--- src/sweepPkg.sv ---
`default_nettype none

package sweepPkg;

    ////////////////////////////////////////////////////////////
    // Fixed widths of the Microroc readout interface
    ////////////////////////////////////////////////////////////

    // Threshold DAC0 of the ASIC
    localparam int DacWidth = 10;
    // Parallel readout word and USB output word
    localparam int DataWidth = 16;
    // MaxPackageNumber and per-step word counters
    localparam int CountWidth = 16;

    // Step buffer geometry
    localparam int FifoDepth = 128;
    localparam int FifoAddrWidth = 7;

    // Upper six bits of every step header
    localparam logic [DataWidth-DacWidth-1:0] HeaderMarker = 6'b101010;

    ////////////////////////////////////////////////////////////
    // Sweep controller states
    ////////////////////////////////////////////////////////////

    typedef enum logic [2:0] {
        Idle,
        LoadDac,
        WaitConfig,
        StartAcq,
        Collect,
        ResetAsic,
        Drain,
        NextStep
    } sweepState_t;

endpackage

`default_nettype wire

--- src/sweepStepIf.sv ---
`timescale 1ns/1ps
`default_nettype none

// Hand-off of one finished step from controller to framer
interface sweepStepIf import sweepPkg::*; ();

    // Strobe that opens a step for the framer
    logic                  stepStart;
    // DAC value of the step, used in the header word
    logic [DacWidth-1:0]   stepDac;
    // Words buffered during the step
    logic [CountWidth-1:0] stepWords;
    // Strobe back once the last word left the framer
    logic                  stepDrained;

    modport controller (
        output stepStart,
        output stepDac,
        output stepWords,
        input  stepDrained
    );

    modport framer (
        input  stepStart,
        input  stepDac,
        input  stepWords,
        output stepDrained
    );

endinterface

`default_nettype wire

--- src/acqDataFifo.sv ---
`timescale 1ns/1ps
`default_nettype none

module acqDataFifo import sweepPkg::*; (
    input  logic                 Clk,
    input  logic                 reset_n,
    // Synchronous flush of the whole buffer
    input  logic                 clear,
    input  logic                 writeEn,
    input  logic [DataWidth-1:0] writeData,
    input  logic                 readEn,
    // Valid one cycle after an accepted read
    output logic [DataWidth-1:0] readData,
    output logic                 full,
    output logic                 empty
);

    // Storage array
    logic [DataWidth-1:0] mem [FifoDepth];

    // Pointers wrap on their own since depth is a power of two
    logic [FifoAddrWidth-1:0] writePtr;
    logic [FifoAddrWidth-1:0] readPtr;
    // One bit wider than the pointers to tell full from empty
    logic [FifoAddrWidth:0]   fillCount;

    logic doWrite;
    logic doRead;

    assign full  = (fillCount == (FifoAddrWidth+1)'(FifoDepth));
    assign empty = (fillCount == '0);

    // Overflow and underflow are silently dropped
    assign doWrite = writeEn && !full;
    assign doRead  = readEn && !empty;

    ////////////////////////////////////////////////////////////
    // Pointer and count bookkeeping
    ////////////////////////////////////////////////////////////
    always_ff @(posedge Clk or negedge reset_n) begin
        if (!reset_n) begin
            writePtr  <= '0;
            readPtr   <= '0;
            fillCount <= '0;
        end else if (clear) begin
            // Clear wins over any access in the same cycle
            writePtr  <= '0;
            readPtr   <= '0;
            fillCount <= '0;
        end else begin
            if (doWrite) begin
                writePtr <= writePtr + 1'b1;
            end
            if (doRead) begin
                readPtr <= readPtr + 1'b1;
            end
            // Net change of occupancy
            if (doWrite && !doRead) begin
                fillCount <= fillCount + 1'b1;
            end else if (doRead && !doWrite) begin
                fillCount <= fillCount - 1'b1;
            end
        end
    end

    ////////////////////////////////////////////////////////////
    // Data array with registered read port
    ////////////////////////////////////////////////////////////
    always_ff @(posedge Clk) begin
        if (doWrite && !clear) begin
            mem[writePtr] <= writeData;
        end
        if (doRead) begin
            readData <= mem[readPtr];
        end
    end

endmodule

`default_nettype wire

--- src/stepFramer.sv ---
`timescale 1ns/1ps
`default_nettype none

module stepFramer import sweepPkg::*; (
    input  logic                 Clk,
    input  logic                 reset_n,
    // Step buffer read side
    input  logic [DataWidth-1:0] fifoData,
    input  logic                 fifoEmpty,
    output logic                 fifoReadEn,
    // USB stream
    input  logic                 UsbDataFifoFull,
    output logic [DataWidth-1:0] SweepACQData,
    output logic                 SweepACQData_en,
    sweepStepIf.framer           step
);

    logic                  busy;
    // Words still to be read for this step
    logic [CountWidth-1:0] remaining;
    // Read issued last cycle, data on fifoData now
    logic                  readPending;

    // Output stage
    logic                  outValid;
    logic [DataWidth-1:0]  outData;
    // Skid slot for a read that lands while USB is full
    logic                  holdValid;
    logic [DataWidth-1:0]  holdData;

    logic       outFire;
    logic       outFree;
    logic [1:0] slotsUsed;
    logic       stepDone;

    // Word leaves only while USB has room
    assign outFire = outValid && !UsbDataFifoFull;
    assign outFree = !outValid || outFire;

    // Output slot, skid slot and in-flight read share two places
    assign slotsUsed = {1'b0, outValid && !outFire} + {1'b0, holdValid} + {1'b0, readPending};

    assign fifoReadEn = busy && (remaining != '0) && !fifoEmpty && (slotsUsed < 2'd2);

    // Count exhausted or buffer ran dry, nothing left in the pipe
    assign stepDone = busy && !outValid && !holdValid && !readPending
                   && ((remaining == '0) || fifoEmpty);

    assign SweepACQData    = outData;
    assign SweepACQData_en = outFire;

    ////////////////////////////////////////////////////////////
    // Step tracking and drain report
    ////////////////////////////////////////////////////////////
    always_ff @(posedge Clk or negedge reset_n) begin
        if (!reset_n) begin
            busy             <= 1'b0;
            remaining        <= '0;
            readPending      <= 1'b0;
            step.stepDrained <= 1'b0;
        end else begin
            readPending      <= fifoReadEn;
            step.stepDrained <= stepDone;
            if (step.stepStart) begin
                busy      <= 1'b1;
                remaining <= step.stepWords;
            end else begin
                if (fifoReadEn) begin
                    remaining <= remaining - 1'b1;
                end
                if (stepDone) begin
                    busy <= 1'b0;
                end
            end
        end
    end

    ////////////////////////////////////////////////////////////
    // Output and skid registers
    ////////////////////////////////////////////////////////////
    always_ff @(posedge Clk or negedge reset_n) begin
        if (!reset_n) begin
            outValid  <= 1'b0;
            outData   <= '0;
            holdValid <= 1'b0;
            holdData  <= '0;
        end else if (step.stepStart) begin
            // Pipe is empty here, header goes out first
            outValid <= 1'b1;
            outData  <= {HeaderMarker, step.stepDac};
        end else if (outFree) begin
            if (holdValid) begin
                // Skid word first, then park any new arrival
                outValid  <= 1'b1;
                outData   <= holdData;
                holdValid <= readPending;
                holdData  <= fifoData;
            end else if (readPending) begin
                outValid <= 1'b1;
                outData  <= fifoData;
            end else begin
                outValid <= 1'b0;
            end
        end else if (readPending) begin
            // Output blocked by USB full
            holdValid <= 1'b1;
            holdData  <= fifoData;
        end
    end

endmodule

`default_nettype wire

--- src/sweepAcqTop.sv ---
`timescale 1ns/1ps
`default_nettype none

module sweepAcqTop import sweepPkg::*; (
    input  logic                  Clk,
    input  logic                  reset_n,
    // Acquisition control
    input  logic                  SweepStart,
    output logic                  SingleACQStart,
    output logic                  ForceMicrorocAcqReset,
    output logic                  ACQDone,
    input  logic                  DataTransmitDone,
    // Sweep parameters
    input  logic [DacWidth-1:0]   StartDAC0,
    input  logic [DacWidth-1:0]   EndDAC0,
    input  logic [CountWidth-1:0] MaxPackageNumber,
    // ASIC readout words
    input  logic [DataWidth-1:0]  ParallelData,
    input  logic                  ParallelData_en,
    // Slow control
    output logic [DacWidth-1:0]   OutDAC0,
    output logic                  LoadSCParameter,
    input  logic                  MicrorocConfigDone,
    // USB stream
    output logic [DataWidth-1:0]  SweepACQData,
    output logic                  SweepACQData_en,
    input  logic                  UsbDataFifoFull
);

    // Step hand-off between controller and framer
    sweepStepIf stepLink ();

    logic                 acqWindow;
    logic                 fifoClear;
    logic                 fifoWriteEn;
    logic                 fifoReadEn;
    logic [DataWidth-1:0] fifoData;
    logic                 fifoEmpty;

    ////////////////////////////////////////////////////////////
    // Sequencing of DAC steps and ASIC acquisitions
    ////////////////////////////////////////////////////////////
    sweepController sweepCtrl (
        .Clk                   (Clk),
        .reset_n               (reset_n),
        .SweepStart            (SweepStart),
        .MicrorocConfigDone    (MicrorocConfigDone),
        .DataTransmitDone      (DataTransmitDone),
        .StartDAC0             (StartDAC0),
        .EndDAC0               (EndDAC0),
        .MaxPackageNumber      (MaxPackageNumber),
        .ParallelData_en       (ParallelData_en),
        .OutDAC0               (OutDAC0),
        .LoadSCParameter       (LoadSCParameter),
        .SingleACQStart        (SingleACQStart),
        .ForceMicrorocAcqReset (ForceMicrorocAcqReset),
        .ACQDone               (ACQDone),
        .acqWindow             (acqWindow),
        .fifoClear             (fifoClear),
        .step                  (stepLink)
    );

    // Only words inside a step window are buffered
    assign fifoWriteEn = ParallelData_en && acqWindow;

    // Words past a full buffer are dropped inside the FIFO
    acqDataFifo dataFifo (
        .Clk       (Clk),
        .reset_n   (reset_n),
        .clear     (fifoClear),
        .writeEn   (fifoWriteEn),
        .writeData (ParallelData),
        .readEn    (fifoReadEn),
        .readData  (fifoData),
        .full      (),
        .empty     (fifoEmpty)
    );

    ////////////////////////////////////////////////////////////
    // Header plus data toward the USB FIFO
    ////////////////////////////////////////////////////////////
    stepFramer framer (
        .Clk             (Clk),
        .reset_n         (reset_n),
        .fifoData        (fifoData),
        .fifoEmpty       (fifoEmpty),
        .fifoReadEn      (fifoReadEn),
        .UsbDataFifoFull (UsbDataFifoFull),
        .SweepACQData    (SweepACQData),
        .SweepACQData_en (SweepACQData_en),
        .step            (stepLink)
    );

endmodule

`default_nettype wire

--- src/sweepController.sv ---
`timescale 1ns/1ps
`default_nettype none

module sweepController import sweepPkg::*; (
    input  logic                  Clk,
    input  logic                  reset_n,
    // Sweep request, level from the host side
    input  logic                  SweepStart,
    input  logic                  MicrorocConfigDone,
    input  logic                  DataTransmitDone,
    // Sweep range and words per step
    input  logic [DacWidth-1:0]   StartDAC0,
    input  logic [DacWidth-1:0]   EndDAC0,
    input  logic [CountWidth-1:0] MaxPackageNumber,
    input  logic                  ParallelData_en,
    // Slow control side
    output logic [DacWidth-1:0]   OutDAC0,
    output logic                  LoadSCParameter,
    // ASIC acquisition strobes
    output logic                  SingleACQStart,
    output logic                  ForceMicrorocAcqReset,
    output logic                  ACQDone,
    // Buffer control
    output logic                  acqWindow,
    output logic                  fifoClear,
    sweepStepIf.controller        step
);

    sweepState_t state;

    // Two-flop synchronizer plus one stage for the edge
    logic startSync1;
    logic startSync2;
    logic startSync3;
    logic startEdge;

    // DAC value of the step in progress
    logic [DacWidth-1:0]   dacValue;
    // Words accepted in the current window
    logic [CountWidth-1:0] wordCount;
    logic [CountWidth-1:0] countNext;
    logic                  wordAccept;
    logic                  collectEnd;
    logic                  lastStep;

    ////////////////////////////////////////////////////////////
    // SweepStart synchronizer and rising edge
    ////////////////////////////////////////////////////////////
    always_ff @(posedge Clk or negedge reset_n) begin
        if (!reset_n) begin
            startSync1 <= 1'b0;
            startSync2 <= 1'b0;
            startSync3 <= 1'b0;
        end else begin
            startSync1 <= SweepStart;
            startSync2 <= startSync1;
            startSync3 <= startSync2;
        end
    end

    assign startEdge = startSync2 && !startSync3;

    ////////////////////////////////////////////////////////////
    // Word counting inside the acquisition window
    ////////////////////////////////////////////////////////////

    // Window closes by itself once the limit is reached
    assign acqWindow  = (state == Collect) && (wordCount < MaxPackageNumber);
    assign wordAccept = acqWindow && ParallelData_en;
    assign countNext  = wordCount + CountWidth'(wordAccept);
    // Limit reached or readout finished early
    assign collectEnd = DataTransmitDone || (countNext >= MaxPackageNumber);

    // Also covers StartDAC0 above EndDAC0
    assign lastStep = (dacValue >= EndDAC0);

    ////////////////////////////////////////////////////////////
    // Step sequencer
    ////////////////////////////////////////////////////////////
    always_ff @(posedge Clk or negedge reset_n) begin
        if (!reset_n) begin
            state     <= Idle;
            dacValue  <= '0;
            wordCount <= '0;
        end else begin
            unique case (state)
                Idle: begin
                    // Edges seen in any other state are dropped
                    if (startEdge) begin
                        dacValue <= StartDAC0;
                        state    <= LoadDac;
                    end
                end
                LoadDac: begin
                    state <= WaitConfig;
                end
                WaitConfig: begin
                    if (MicrorocConfigDone) begin
                        state <= StartAcq;
                    end
                end
                StartAcq: begin
                    wordCount <= '0;
                    state     <= Collect;
                end
                Collect: begin
                    wordCount <= countNext;
                    if (collectEnd) begin
                        state <= ResetAsic;
                    end
                end
                ResetAsic: begin
                    state <= Drain;
                end
                Drain: begin
                    // Framer owns the buffer until it reports back
                    if (step.stepDrained) begin
                        state <= NextStep;
                    end
                end
                NextStep: begin
                    if (lastStep) begin
                        state <= Idle;
                    end else begin
                        dacValue <= dacValue + 1'b1;
                        state    <= LoadDac;
                    end
                end
                default: begin
                    state <= Idle;
                end
            endcase
        end
    end

    ////////////////////////////////////////////////////////////
    // Strobes decoded from the state
    ////////////////////////////////////////////////////////////
    assign OutDAC0               = dacValue;
    assign LoadSCParameter       = (state == LoadDac);
    assign SingleACQStart        = (state == StartAcq);
    assign ForceMicrorocAcqReset = (state == ResetAsic);
    // Single pulse after the final step has drained
    assign ACQDone               = (state == NextStep) && lastStep;

    // Flush leftovers after a drain and before each new window
    assign fifoClear = step.stepDrained || (state == StartAcq);

    // Step hand-off, stable for the whole Drain phase
    assign step.stepStart = (state == ResetAsic);
    assign step.stepDac   = dacValue;
    assign step.stepWords = wordCount;

endmodule

`default_nettype wire

--- config.mk ---
export PLATFORM = sky130hd
export DESIGN_NAME = sweepAcqTop
export DESIGN_NICKNAME = d
export VERILOG_FILES = /design/src/sweepPkg.sv /design/src/sweepStepIf.sv /design/src/acqDataFifo.sv /design/src/stepFramer.sv /design/src/sweepAcqTop.sv /design/src/sweepController.sv
export SDC_FILE = /design/constraint.sdc
export NUM_CORES = 2
export LEC_CHECK = 0
export BUFFER_PORTS_ARGS = -buffer_cell sky130_fd_sc_hd__buf_4
export CORE_UTILIZATION = 55
export DETAILED_ROUTE_END_ITERATION = 8
export PLACE_DENSITY = 0.79
export SLEW_MARGIN = 15
export SYNTH_ARGS = -nofsm -noshare
export SYNTH_HDL_FRONTEND = slang
export SYNTH_SLANG_ARGS = --single-unit
--- constraint.sdc ---
create_clock -name Clk -period 3.9 [get_ports Clk]
set_input_delay 0 -clock Clk [delete_from_list [all_inputs] [get_ports Clk]]
set_output_delay 0 -clock Clk [all_outputs]
set_load 0.005 [all_outputs]
==> flow_summary.toml <==
[clocking]
cts-buffers-inserted = 203
cts-root-buf = "clkbuf_16"
clock_path_buffers = 3
clock_sinks = 2171
clock_latency_ns = 0.87
ctsHtreeMaxLevel = 4
cts_tree = "built"
clk_pin_slew_ns = 0.06

[synth]
netlist_area_um2 = 85900
syn-num-nets = 4252
synth_enable_flop_cells = 2064
ys_types = 69
ys_warn_count = 0
ys_async_sr_fraction = 0.0493
syn_area_per_cell_um2 = 20.8
ys_dominant_reg_cell = "edfxtp_1"
synthCells = 4136
ys_ff_latch = 2171
yosysSeqAreaShare = 0.752

[worst_setup_path]
critical_path.endpoint_type = "register"
cp.required_ns = 4.59
max_stage_delay_ns = 0.41
cpMostUsedCell = "and3_4"
path_class = "reg2reg"
critPathLaunchType = "register"
worst-path-max-fanout = 2
path_cells = "ha_4 -> nand4_1 -> or3_1 -> o32a_1 -> and2_4 -> ha_4 -> ha_2 -> and3_4 -> and3_4 -> and3_4 -> and3_4 -> xor2_1 -> ha_1 -> nor2b_4 -> o21ai_2 -> o211ai_1 -> a21oi_2 -> a21oi_2"
crit_path_top_delay_cell = "dfrtp_1"
cp.arrival_ns = 4.55

[routing]
drc = 0
totalWireLength_um = 222000
drt_iter0_markers = 6708
routedWlPerCell_um = 32.7
antenna_left = 0
vias = 45600
dr.pass1.iters = 8
viasPerCell = 6.71

[cells_and_area]
nets = 4699
area_growth_pct = 14.7
layout_commonest_cell = "edfxtp_1"
drive_gt1_frac = 0.291
filler_cell_count = 9686
layout_common_cells = "edfxtp_1 (2064), mux4_2 (547), buf_4 (372), nor2_1 (214), clkbuf_16 (204)"

[floorplanning]
die_h_um = 397
core-area_um2 = 155000
num_rows = 144
ioPinCount = 90
start_util = 0.556
die-area_um2 = 158000
dieWidth_um = 397

[pwr]
p_sw_uw = 20500
ir_drop_mv = 0.551
sequentialPowerShare = 0.406
swShare = 0.307
power.internal_uw = 46200
power_frac_comb = 0.292
power.leakage_uw = 0.0322
clock_power_share = 0.303
powerDensity_nw_per_um2 = 676

[min_path]
hold_path_class = "in2reg"

[timing]
setup_viol = 0
layout_setup_ws_ns = 0.0463
period_minus_slack_ns = 3.85
hold_viol = 0
worst_pin_slew_ns = 1.23
fmax_mhz = 259
finClkSkew_ns = 0.0571
maxSlewViolCount = 0
slew_headroom = 0.177
tns_ns = 0
rsz0062_at_grt = "true"
period_share = 0.988

[grt]
grt_pass1_vias = 45700
grt_use_total = 0.285
gr-total-overflow = 0
grt_max_degree = 98
antenna_found_initial = 7
grt_pass1_wl_um = 322000

[placed_design]
post-place-ws_ns = -0.136
place_hpwl_um = 128000
port_buffers = 89
routabilityCongestion = 0.904

[run_status]
status = "completed"

[run]
drv_cap = 0
==> power groups by stage <==
stage | clock, uW | combinational (uW) | sequential, uW
3_5_place_dp | 0 | 18800 | 27500
4_1_cts | 20300 | 19200 | 27000
5_1_grt | 21100 | 20300 | 27100
6_report | 20200 | 19500 | 27000
3_3_place_gp | 0 | 18500 | 27400
2_1_floorplan | 0 | 12400 | 27000
==> sequential cells by signal, summed over array words and instances (netlist names), 8 cells and up <==
| register | count |
|---|---|
| dataFifo.fillCount | 8 |
| dataFifo.mem | 2048 |
| framer.holdData | 16 |
| framer.SweepACQData | 16 |
| framer.remaining | 16 |
| sweepCtrl.step.stepWords | 16 |
| dataFifo.readData | 16 |
| sweepCtrl.OutDAC0 | 10 |
==> critical path: cells and delay by family (launching register included) <==
family	cells	cell delay (ns)
and+or+nand+nor	8	1.49
adders and majority gates	4	0.90
AOI/OAI and AO/OA	5	0.77
DFF	1	0.41
xor gates and xnor gates	1	0.14
==> area by class of cell <==
| type | count | area, um2 | area share |
|---|---|---|---|
| Tap cell | 2044 | 2560 | 0.0259 |
| Multi-Input combinational cell | 1700 | 20300 | 0.206 |
| Clock inverter | 138 | 1510 | 0.0154 |
| Sequential cell | 2171 | 64700 | 0.656 |
| Clock buffer | 238 | 5260 | 0.0534 |
| Timing Repair Buffer | 462 | 4130 | 0.0419 |
| Inverter | 45 | 169 | 0.00171 |
| Antenna cell | 2 | 5.00 | 0.0000508 |
==> path summary, 6_finish.rpt <==
kind	from	endpoint	slack (ns)	depth (start not counted)
setup / recovery	sweepCtrl.step.stepWords[13]$_DFFE_PN0P_	sweepCtrl.state[0]$_DFFE_PN0P_	0.05	18
hold / removal	MaxPackageNumber[13]	sweepCtrl.state[0]$_DFFE_PN0P_	0.08	9
setup reg to reg	sweepCtrl.step.stepWords[13]$_DFFE_PN0P_	sweepCtrl.state[0]$_DFFE_PN0P_	0.05	18
hold reg to reg	sweepCtrl.startSync1$_DFF_PN0_	sweepCtrl.startSync2$_DFF_PN0_	0.38	0
max in group asynchronous	reset_n	framer.SweepACQData[2]$_DFFE_PN0P_	3.31	4
min in group asynchronous	reset_n	sweepCtrl.step.stepWords[7]$_DFFE_PN0P_	0.27	4
==> Yosys cell counts (8+ instances only) <==
cell / instances / area, um2
o2bb2a_1: 8 / 80.1
xor2_1: 26 / 228
nand4_1: 12 / 75.1
buf_1: 20 / 75.1
ha_1: 56 / 701
nor2_1: 229 / 860
edfxtp_1: 2064 / 62000
mux2_2: 65 / 732
buf_4: 29 / 218
a211oi_1: 13 / 97.6
nor3_1: 17 / 85.1
a21boi_0: 20 / 150
a22oi_1: 51 / 383
clkbuf_1: 104 / 390
a21oi_1: 75 / 375
dfrtp_1: 107 / 2680
o211ai_1: 10 / 75.1
nand3_1: 26 / 130
a21o_1: 15 / 113
nand2_1: 101 / 379
nand2b_1: 12 / 75.1
inv_1: 44 / 165
xnor2_1: 16 / 140
mux4_2: 547 / 12300
mux2i_1: 125 / 1250
a311oi_1: 10 / 87.6
o22ai_1: 9 / 56.3
a31oi_1: 29 / 181
o21ai_0: 97 / 485
a22o_1: 8 / 70.1
and3_1: 24 / 150
nor2b_1: 20 / 125
a221oi_1: 8 / 70.1
buf_2: 62 / 310
==> what timing repair did <==
item                                     CTS  global route
setup buffers                              4             1
pin swaps                                 13             9
gates resized for setup                    7            16
endpoints found under the setup margin     1            39
hold buffers                              49             0
hold endpoints to repair                1492             0
==> kinds of logic after synthesis <==
| group | Yosys count | synth area share |
|---|---|---|
| DFF | 2171 | 0.752 |
| xor gates and xnor gates | 42 | 0.00428 |
| adders and majority gates | 57 | 0.00839 |
| and+or+nand+nor | 483 | 0.0257 |
| buffers and inverters | 265 | 0.0142 |
| muxes | 737 | 0.166 |
| AOI/OAI and AO/OA | 381 | 0.0287 |
==> routing by layer <==
layer | GRT usage | part of all wire | vias up
li1 | - | - | 18000
met2 | 0.452 | 0.48 | 3505
met1 | 0.386 | 0.35 | 23400
met4 | 0.121 | 0.047 | 8
met5 | 0 | 0.00020 | -
met3 | 0.0616 | 0.12 | 652
==> through the flow <==
stage	area (um2)	total power [uW]	hold slack, ns	utilization	cells
global route	98600	68500	0.0719	0.638	6798
detailed placement	91100	46300	0.0823	0.589	6367
global placement	91100	45900	0.0773	0.589	6367
CTS	98500	66500	0.00205	0.637	6796
floorplan	86000	39400	-0.296	-	4136
finish	98600	66600	0.0794	0.638	6800
(Power assumes the default switching activity.)
